## src/design/copad_pkg.sv

```systemverilog
// co-pad trigger shared definitions
// widths, the two-way cluster word, readout word layout and FEB map constants
`default_nettype none

package copad_pkg;

  // ---------------------
  // cluster word
  // ---------------------
  parameter int adr_width       = 11; // pad address
  parameter int cnt_width       = 3;  // additional pads hit, carried through untouched
  parameter int cluster_width   = 14;
  parameter int feb_sel_width   = 6;  // upper address bits select the board
  parameter int strip_width     = cluster_width - cnt_width - feb_sel_width;

  // one 14 bit cluster, read as a hit (count + address) or as a pad location
  typedef union packed {
    struct packed {
      logic [cnt_width-1:0] cnt;
      logic [adr_width-1:0] adr;
    } as_hit;
    struct packed {
      logic [cnt_width-1:0]     cnt;
      logic [feb_sel_width-1:0] feb_sel; // same bits as adr[10:5]
      logic [strip_width-1:0]   strip;
    } as_pad;
  } cluster_word_t;

  // ---------------------
  // matching geometry
  // ---------------------
  parameter int neighbor_offset = 8;   // side match step
  parameter int partition_pads  = 192; // left edges are multiples of this
  parameter int n_left_edges    = 8;   // 0 .. 1344
  parameter int n_right_edges   = 7;
  // right edges, last partition is the odd one out
  parameter logic [n_right_edges-1:0][adr_width-1:0] right_edges = {
    11'd1528, 11'd1144, 11'd952, 11'd760, 11'd568, 11'd376, 11'd184
  };

  // ---------------------
  // FEB map
  // ---------------------
  parameter int n_febs       = 24; // id n_febs means no board
  parameter int feb_id_width = 5;
  parameter int feb_rows     = 8;  // chamber is 8 rows x 3 columns
  parameter int feb_cols     = 3;

  // ---------------------
  // readout word
  // ---------------------
  parameter int tag_width       = 6; // event tag, wraps
  parameter int readout_width   = 32;
  parameter int kind_width      = 2;
  parameter int idx_width       = 3; // cluster index field in a record
  parameter int record_pad_bits = 5; // zero fill at the bottom of a record
  parameter logic [kind_width-1:0] kind_record  = 2'b01;
  parameter logic [kind_width-1:0] kind_summary = 2'b10;

endpackage

`default_nettype wire

```

## src/design/copad_matcher.sv

```systemverilog
// co-pad matcher
// compares each layer-0 cluster against all layer-1 clusters, exact and +/-8,
// registers the result with the layer-0 words, the FEB ids and the event tag
`default_nettype none
`timescale 1ns/1ns

module copad_matcher
  import copad_pkg::*;
#(
  parameter int n_clusters = 8
) (
  input  logic                                      clock,
  input  logic                                      reset,
  input  logic                                      event_valid,
  output logic                                      event_ready,
  input  cluster_word_t [n_clusters-1:0]            gem0_clusters,
  input  cluster_word_t [n_clusters-1:0]            gem1_clusters,
  input  logic                                      match_neighbors,
  output logic                                      res_valid,
  output logic [tag_width-1:0]                      res_tag,
  output cluster_word_t [n_clusters-1:0]            res_clusters,
  output logic [n_clusters-1:0]                     res_match,
  output logic [n_clusters-1:0]                     res_left,
  output logic [n_clusters-1:0]                     res_right,
  output logic [n_clusters-1:0][feb_id_width-1:0]   res_feb_ids,
  input  logic                                      ser_ready,
  input  logic                                      sum_ready
);

  logic [n_clusters-1:0]                   vld1;       // layer-1 cluster not blank
  logic [n_clusters-1:0]                   hit_c;      // centre match
  logic [n_clusters-1:0]                   hit_l;      // match at adr-8
  logic [n_clusters-1:0]                   hit_r;      // match at adr+8
  logic [n_clusters-1:0]                   match_fast;
  logic [n_clusters-1:0][feb_id_width-1:0] feb_id;
  logic [tag_width-1:0]                    tag_cnt;    // tag of the next accepted event
  logic                                    res_full;   // a result is held
  logic                                    accept;

  // blank clusters sit above 1535, address bits 10:9 both set
  for (genvar j = 0; j < n_clusters; j++) begin : g_vld1
    assign vld1[j] = ~&gem1_clusters[j].as_hit.adr[adr_width-1:adr_width-2];
  end

  // --------------------
  // per cluster matching
  // --------------------
  for (genvar i = 0; i < n_clusters; i++) begin : g_match
    logic [adr_width-1:0]     adr;
    logic [adr_width-1:0]     adr_m;
    logic [adr_width-1:0]     adr_p;
    logic [feb_sel_width-1:0] sel;
    logic                     vld0;
    logic                     any_c;
    logic                     any_l;
    logic                     any_r;
    logic                     left_edge;
    logic                     right_edge;

    assign adr   = gem0_clusters[i].as_hit.adr;
    assign adr_m = adr - adr_width'(neighbor_offset);
    assign adr_p = adr + adr_width'(neighbor_offset);
    assign vld0  = ~&adr[adr_width-1:adr_width-2];
    assign sel   = gem0_clusters[i].as_pad.feb_sel;

    always_comb begin
      any_c      = 1'b0;
      any_l      = 1'b0;
      any_r      = 1'b0;
      left_edge  = 1'b0;
      right_edge = 1'b0;
      for (int j = 0; j < n_clusters; j++) begin
        if (vld1[j]) begin // blank layer-1 words never pair up
          any_c = any_c | (adr   == gem1_clusters[j].as_hit.adr);
          any_l = any_l | (adr_m == gem1_clusters[j].as_hit.adr);
          any_r = any_r | (adr_p == gem1_clusters[j].as_hit.adr);
        end
      end
      for (int k = 0; k < n_left_edges; k++) begin
        if (adr == adr_width'(k * partition_pads))
          left_edge = 1'b1;
      end
      for (int k = 0; k < n_right_edges; k++) begin
        if (adr == right_edges[k])
          right_edge = 1'b1;
      end
    end

    assign hit_c[i] = vld0 & any_c;
    assign hit_l[i] = vld0 & any_l & ~left_edge;  // nothing left of a partition start
    assign hit_r[i] = vld0 & any_r & ~right_edge; // nor right of its end

    // rows run down the columns, board = (sel mod 3)*8 + sel div 3
    assign feb_id[i] = (sel < feb_sel_width'(n_febs))
                     ? feb_id_width'((int'(sel) % feb_cols) * feb_rows + int'(sel) / feb_cols)
                     : feb_id_width'(n_febs); // no board
  end

  assign match_fast = hit_c | ({n_clusters{match_neighbors}} & (hit_l | hit_r));

  // --------------------
  // handshake and tag
  // --------------------
  // result is offered only when both producers can take it, so both see the same event
  assign res_valid   = res_full & ser_ready & sum_ready;
  assign event_ready = ~res_full | res_valid;
  assign accept      = event_valid & event_ready;

  always_ff @(posedge clock) begin
    if (reset) begin
      res_full <= 1'b0;
      tag_cnt  <= '0;
    end else begin
      if (accept) begin
        res_full <= 1'b1;
        tag_cnt  <= tag_cnt + 1'b1; // wraps at 64
      end else if (res_valid) begin
        res_full <= 1'b0;
      end
    end
  end

  // result registers, 1bx behind the accepted event
  always_ff @(posedge clock) begin
    if (accept) begin
      res_tag      <= tag_cnt;
      res_clusters <= gem0_clusters;
      res_match    <= match_fast;
      res_left     <= hit_l; // raw side matches
      res_right    <= hit_r;
      res_feb_ids  <= feb_id;
    end
  end

endmodule

`default_nettype wire

```

## src/design/copad_serializer.sv

```systemverilog
// co-pad record serializer
// holds one matched event and emits one readout record per matched layer-0
// cluster, lowest index first
`default_nettype none
`timescale 1ns/1ns

module copad_serializer
  import copad_pkg::*;
#(
  parameter int n_clusters = 8
) (
  input  logic                           clock,
  input  logic                           reset,
  input  logic                           res_valid,
  input  logic [tag_width-1:0]           res_tag,
  input  cluster_word_t [n_clusters-1:0] res_clusters,
  input  logic [n_clusters-1:0]          res_match,
  input  logic [n_clusters-1:0]          res_left,
  input  logic [n_clusters-1:0]          res_right,
  output logic                           ser_ready,
  output logic                           req_valid,
  output logic [readout_width-1:0]       req_data,
  input  logic                           req_ready
);

  logic [n_clusters-1:0]          pending;    // records still to send
  logic [n_clusters-1:0]          first;      // lowest pending bit, one-hot
  logic [tag_width-1:0]           tag_q;
  cluster_word_t [n_clusters-1:0] clusters_q;
  logic [n_clusters-1:0]          left_q;
  logic [n_clusters-1:0]          right_q;
  logic                           take;

  assign ser_ready = ~|pending;             // idle once the mask is drained
  assign req_valid = |pending;
  assign take      = res_valid & ser_ready;

  // isolate lowest set bit
  assign first = pending & (~pending + n_clusters'(1));

  // --------------------
  // pending mask
  // --------------------
  always_ff @(posedge clock) begin
    if (reset) begin
      pending <= '0;
    end else if (take) begin
      pending <= res_match;                 // empty mask keeps us ready
    end else if (req_valid && req_ready) begin
      pending <= pending & ~first;          // drop the record just sent
    end
  end

  // event payload, held until the mask drains
  always_ff @(posedge clock) begin
    if (take) begin
      tag_q      <= res_tag;
      clusters_q <= res_clusters;
      left_q     <= res_left;
      right_q    <= res_right;
    end
  end

  // --------------------
  // record word
  // --------------------
  // walk down so the lowest pending index wins
  always_comb begin
    req_data = '0;
    for (int i = n_clusters - 1; i >= 0; i--) begin
      if (pending[i]) begin
        req_data = {kind_record,
                    tag_q,
                    idx_width'(i),           // cluster index
                    left_q[i],
                    right_q[i],
                    clusters_q[i],           // count and address as received
                    {record_pad_bits{1'b0}}};
      end
    end
  end

endmodule

`default_nettype wire

```

## src/design/feb_summary.sv

```systemverilog
// FEB summary producer
// ORs the board ids of matched clusters into a 24 bit list and offers one
// summary word per event that has any match
`default_nettype none
`timescale 1ns/1ns

module feb_summary
  import copad_pkg::*;
#(
  parameter int n_clusters = 8
) (
  input  logic                                    clock,
  input  logic                                    reset,
  input  logic                                    res_valid,
  input  logic [tag_width-1:0]                    res_tag,
  input  logic [n_clusters-1:0]                   res_match,
  input  logic [n_clusters-1:0][feb_id_width-1:0] res_feb_ids,
  output logic                                    sum_ready,
  output logic                                    req_valid,
  output logic [readout_width-1:0]                req_data,
  input  logic                                    req_ready
);

  logic [n_febs-1:0] feb_list; // active boards of this event
  logic              take;

  assign sum_ready = ~req_valid;            // one summary held at a time
  assign take      = res_valid & sum_ready;

  // id n_febs is the no-board code and sets nothing
  always_comb begin
    feb_list = '0;
    for (int i = 0; i < n_clusters; i++) begin
      if (res_match[i] && (res_feb_ids[i] < feb_id_width'(n_febs)))
        feb_list[res_feb_ids[i]] = 1'b1;
    end
  end

  always_ff @(posedge clock) begin
    if (reset) begin
      req_valid <= 1'b0;
    end else if (take) begin
      req_valid <= |res_match;              // silent for events with no match
    end else if (req_ready) begin
      req_valid <= 1'b0;
    end
  end

  // summary word held until accepted
  always_ff @(posedge clock) begin
    if (take)
      req_data <= {kind_summary, res_tag, feb_list};
  end

endmodule

`default_nettype wire

```

## src/design/readout_arbiter.sv

```systemverilog
// readout arbiter
// round-robin share of the 32 bit readout stream between record and summary
// producers, grant locked while the granted word waits
`default_nettype none
`timescale 1ns/1ns

module readout_arbiter
  import copad_pkg::*;
(
  input  logic                          clock,
  input  logic                          reset,
  input  logic [1:0]                    req_valid,
  input  logic [1:0][readout_width-1:0] req_data,
  output logic [1:0]                    req_ready,
  output logic                          out_valid,
  output logic [readout_width-1:0]      out_data,
  input  logic                          out_ready
);

  logic prio;     // producer preferred at the next free pick
  logic locked;   // granted word not yet taken
  logic lock_sel;
  logic grant;

  always_comb begin
    if (locked)
      grant = lock_sel;        // hold so out_data stays put
    else if (req_valid[prio])
      grant = prio;
    else
      grant = ~prio;
  end

  // data path is pure muxing
  assign out_valid    = req_valid[grant];
  assign out_data     = req_data[grant];
  assign req_ready[0] = out_ready & ~grant;
  assign req_ready[1] = out_ready & grant;

  always_ff @(posedge clock) begin
    if (reset) begin
      prio     <= 1'b0;
      locked   <= 1'b0;
      lock_sel <= 1'b0;
    end else if (out_valid) begin
      if (out_ready) begin
        locked <= 1'b0;
        prio   <= ~grant;      // other side goes first next time
      end else begin
        locked   <= 1'b1;
        lock_sel <= grant;
      end
    end
  end

endmodule

`default_nettype wire

```

## src/design/copad_trigger_top.sv

```systemverilog
// co-pad trigger slice top
// matcher feeding record serializer and FEB summary, merged onto one readout stream
`default_nettype none
`timescale 1ns/1ns

module copad_trigger_top
  import copad_pkg::*;
#(
  parameter int n_clusters = 8
) (
  input  logic                           clock,
  input  logic                           reset,
  input  logic                           event_valid,
  output logic                           event_ready,
  input  cluster_word_t [n_clusters-1:0] gem0_clusters,
  input  cluster_word_t [n_clusters-1:0] gem1_clusters,
  input  logic                           match_neighbors,
  output logic                           out_valid,
  output logic [readout_width-1:0]       out_data,
  input  logic                           out_ready
);

  // --------------------
  // matcher result bus
  // --------------------
  logic                                    res_valid;
  logic [tag_width-1:0]                    res_tag;
  cluster_word_t [n_clusters-1:0]          res_clusters;
  logic [n_clusters-1:0]                   res_match;
  logic [n_clusters-1:0]                   res_left;
  logic [n_clusters-1:0]                   res_right;
  logic [n_clusters-1:0][feb_id_width-1:0] res_feb_ids;
  logic                                    ser_ready;
  logic                                    sum_ready;

  // producer requests, 0 = records, 1 = summary
  logic [1:0]                    req_valid;
  logic [1:0][readout_width-1:0] req_data;
  logic [1:0]                    req_ready;

  copad_matcher #(.n_clusters(n_clusters)) matcher_i (
    .clock, .reset, .event_valid, .event_ready, .gem0_clusters, .gem1_clusters,
    .match_neighbors, .res_valid, .res_tag, .res_clusters, .res_match,
    .res_left, .res_right, .res_feb_ids, .ser_ready, .sum_ready
  );

  copad_serializer #(.n_clusters(n_clusters)) serializer_i (
    .clock, .reset, .res_valid, .res_tag, .res_clusters, .res_match,
    .res_left, .res_right, .ser_ready,
    .req_valid(req_valid[0]), .req_data(req_data[0]), .req_ready(req_ready[0])
  );

  feb_summary #(.n_clusters(n_clusters)) summary_i (
    .clock, .reset, .res_valid, .res_tag, .res_match, .res_feb_ids, .sum_ready,
    .req_valid(req_valid[1]), .req_data(req_data[1]), .req_ready(req_ready[1])
  );

  readout_arbiter arbiter_i (
    .clock, .reset, .req_valid, .req_data, .req_ready, .out_valid, .out_data, .out_ready
  );

endmodule

`default_nettype wire

```

## config.mk

```make
export PLATFORM = sky130hd
export DESIGN_NAME = copad_trigger_top
export DESIGN_NICKNAME = d
export VERILOG_FILES = /design/src/design/copad_pkg.sv /design/src/design/copad_matcher.sv /design/src/design/copad_serializer.sv /design/src/design/feb_summary.sv /design/src/design/readout_arbiter.sv /design/src/design/copad_trigger_top.sv
export SDC_FILE = /design/constraint.sdc
export NUM_CORES = 2
export LEC_CHECK = 0
export ABC_CLOCK_PERIOD_IN_PS = 11100
export BUFFER_PORTS_ARGS = -buffer_cell sky130_fd_sc_hd__buf_2
export CORE_MARGIN = 3
export CORE_UTILIZATION = 45
export DETAILED_ROUTE_END_ITERATION = 10
export HOLD_SLACK_MARGIN = 0.08
export PLACE_DENSITY = 0.69
export SKIP_LAST_GASP = 1
export SLEW_MARGIN = 20
export SYNTH_ARGS = -nofsm -noshare
export SYNTH_HDL_FRONTEND = slang
export SYNTH_SLANG_ARGS = --single-unit
```

## constraint.sdc

```tcl
create_clock -name clock -period 11.1 [get_ports clock]
set_input_delay 0 -clock clock [delete_from_list [all_inputs] [get_ports clock]]
set_output_delay 0 -clock clock [all_outputs]
set_load 0.1 [all_outputs]
```

==> results_dict.tcl <==
set metrics [dict create \
    power.density_nw_per_um2 138 \
    crit_type "input pin to flop" \
    layout_commonest_cell "xnor2_1" \
    start_kind "input pin" \
    peakVddDrop_mv 0.129 \
    dieArea_um2 96300 \
    globalRouteMet2Util_pct 53.8 \
    fin_tns_setup_ns 0 \
    status "finished, final reports clean" \
    synth_xor_area_share_pct 32.7 \
    worst_pin_slew_ns 1.17 \
    postLayoutCoreUtil_pct 49.9 \
    synth_top_family_by_area "XOR/XNOR gates" \
    tritoncts "yes" \
    whs_ns 0.151 \
    hold_depth 1 \
    h-tree-depth 2 \
    grt_util_met1_pct 46.5 \
    clock_path_buffers 3 \
    grt.total_usage_pct 36.9 \
    yosys.area_share.simple_pct 21.2 \
    grt_max_degree 79 \
    timing.fmax_ghz 0.171 \
    holdCritPathClass "input pin to flop" \
    final_cell_mix "842 x xnor2_1, 586 x xor2_1, 346 x edfxtp_1, 294 x nand2_1, 238 x buf_2" \
    syn_area_um2 41700 \
    syn_nets 5075 \
    p_leak_nw 15.6 \
    route.detailed.wl_per_inst_um 30.0 \
    crit_path_frequent_cell "ha_1" \
    timing_hold_violations_final 0 \
    vias 40400 \
    busiest_layer "met2" \
    async_flop_share_pct 0 \
    gr-total-overflow 0 \
    crit_buf_inv 3 \
    finalCritPeriodShare_pct 52.8 \
    syn2layout_area_growth_pct 9.88 \
    synthMuxAreaShare_pct 2.27 \
    yosysWarnings 0 \
    clock_sinks 365 \
    drive_gt1_share_pct 9.51 \
    yosysUniqueCellTypes 104 \
    dp_hpwl_um 128000 \
    rrSetupSlack_ns 6.91 \
    die_x_um 310 \
    grt_setup_unrepaired "false" \
    synth_area_per_cell_um2 8.70 \
    end_kind "flop" \
    setup_viol 0 \
    ios 263 \
    antenna_left 0 \
    die_y_um 310 \
    cts_root_buf "clkbuf_16" \
    grt_pass1_wl_um 260000 \
    fin_nets 5125 \
    fin_crit_ns 5.86 \
    start_util_pct 45.4 \
    antenna_found_initial 11 \
    skew_ns 0.0208 \
    synth_ff_type "edfxtp_1" \
    ys_seq_elements 365 \
    drv_cap 0 \
    fp-row-count 111 \
    dpl_worst_slack_ns 5.32 \
    fin_ws_ns 5.24 \
    drtPass1Iterations 9 \
    max_stage_delay_ns 0.56 \
    initialDrtViolationCount 6396 \
    yosysTopAreaCell "edfxtp_1" \
    cp_top_family "simple AND/OR/NAND/NOR gates" \
    synth.area.top_cells "edfxtp_1 25%, xnor2_1 18%, xor2_1 12%" \
    worst-path-stages 25 \
    drt_wl_total_um 184000 \
    synth_edf_count 346 \
    drc 0 \
    gp_congestion 1.04 \
    slowest_stage "buf_2" \
    drv_slew 0 \
    r2r_cells 6 \
    avgViaCountPerCell 6.60 \
    slew_headroom_pct 21.6 \
    use_met3_pct 12.2 \
    grt_pass1_vias 37600 \
    clock_latency_ns 0.57 \
    cp_max_fo 25 \
    crit_required_ns 11.49 \
    netlist_instances 4792 \
    cts_made_buffers 40 \
    yosys.area.top_type_share_pct 24.9 \
    io_buffers 238 \
    post_cts_resized 0 \
    synth_compound_area_share_pct 11.6 \
    cp.arrival_ns 6.25 \
    synth-seq-area-share_pct 25.8 \
    synth_fa_ha_area_share_pct 1.62 \
    coreArea_um2 91800 \
    clkTransAtPathRegs_ns 0.06 \
]
==> metrics by stage <==
step / cell area (um2) / power, mW / std cells
final: 45800 / 6.34 / 6121
after global routing: 45800 / 6.60 / 6116
after detailed placement: 43400 / 4.97 / 5928
after global placement: 43400 / 4.93 / 5928
after CTS: 45800 / 6.31 / 6111
after floorplan: 41700 / 4.21 / 4792
==> report_power, final <==
| part | switching (mW) | leakage [nW] | total (mW) | internal [mW] |
|---|---|---|---|---|
| sequential | 0.123 | 3.45 | 1.93 | 1.81 |
| combinational | 2.29 | 11.6 | 3.11 | 0.821 |
| clock | 0.545 | 0.625 | 1.31 | 0.764 |
==> cell families after synthesis <==
family          Yosys count
simple gates           1602
xor+xnor               1480
buf+inv                 499
compound gates          700
flops                   365
fa+ha+maj                54
mux                      92
==> layout make-up <==
type	instances	area [um2]
fill	8536	46000
multi-input combinational	3928	29000
sequential	365	10800
clock inverter	14	144
inverter	75	282
clock buffer	54	1140
timing repair buffer	432	2940
tap	1243	1560
antenna	10	25.0
==> layer usage <==
metal | routed length, um | vias up
li1 | - | 17300
met2 | 74300 | 3142
met4 | 15200 | 6
met5 | 41 | -
met1 | 67200 | 19000
met3 | 27100 | 907
==> worst register-to-register path: cells and delay by family (launching register included) <==
kind / cells / cell delay (ns)
flip-flops: 1 / 0.67
AND/OR/NAND/NOR: 4 / 1.49
buffers and inverters: 2 / 1.60
==> worst paths after layout <==
path / startpoint / endpoint
setup / recovery: gem0_clusters[9] / matcher_i.res_feb_ids[4]
hold / removal: gem0_clusters[64] / matcher_i.res_clusters[64]
setup reg to reg: serializer_i.pending[3] / serializer_i.clusters_q[9]
hold reg to reg: matcher_i.res_clusters[0] / serializer_i.clusters_q[0]
==> sequential cells by signal, indices dropped and copies added (netlist names) <==
register / cells
matcher_i.res_match: 8
summary_i.req_data: 30
arbiter_i.prio: 1
matcher_i.res_left: 8
arbiter_i.locked: 1
summary_i.req_valid: 1
serializer_i.pending: 8
serializer_i.left_q: 8
serializer_i.right_q: 8
matcher_i.res_full: 1
serializer_i.clusters_q: 112
serializer_i.tag_q: 6
matcher_i.res_feb_ids: 40
matcher_i.res_right: 8
matcher_i.res_tag: 6
matcher_i.tag_cnt: 6
arbiter_i.lock_sel: 1
matcher_i.res_clusters: 112
==> cell usage after synthesis (all sizes together), types with 57 or more instances <==
master and instances:
a21oi 120, buf 169, clkbuf 255, edfxtp 346, inv 69, mux2i 79
nand2 294, nand3 153, nand4 162, nor2 213, nor3 170, nor4 168
o21ai 157, or4 57, xnor2 855, xor2 587
==> repair_timing <==
| item | 4_1_cts | 5_1_grt |
|---|---|---|
| hold buffers | 115 | 0 |
| setup endpoints to repair | 0 | 0 |
| buffers inserted | 0 | 0 |
| endpoints found under the hold margin | 130 | 0 |
No activity file was read; power rests on OpenSTA's default activity.
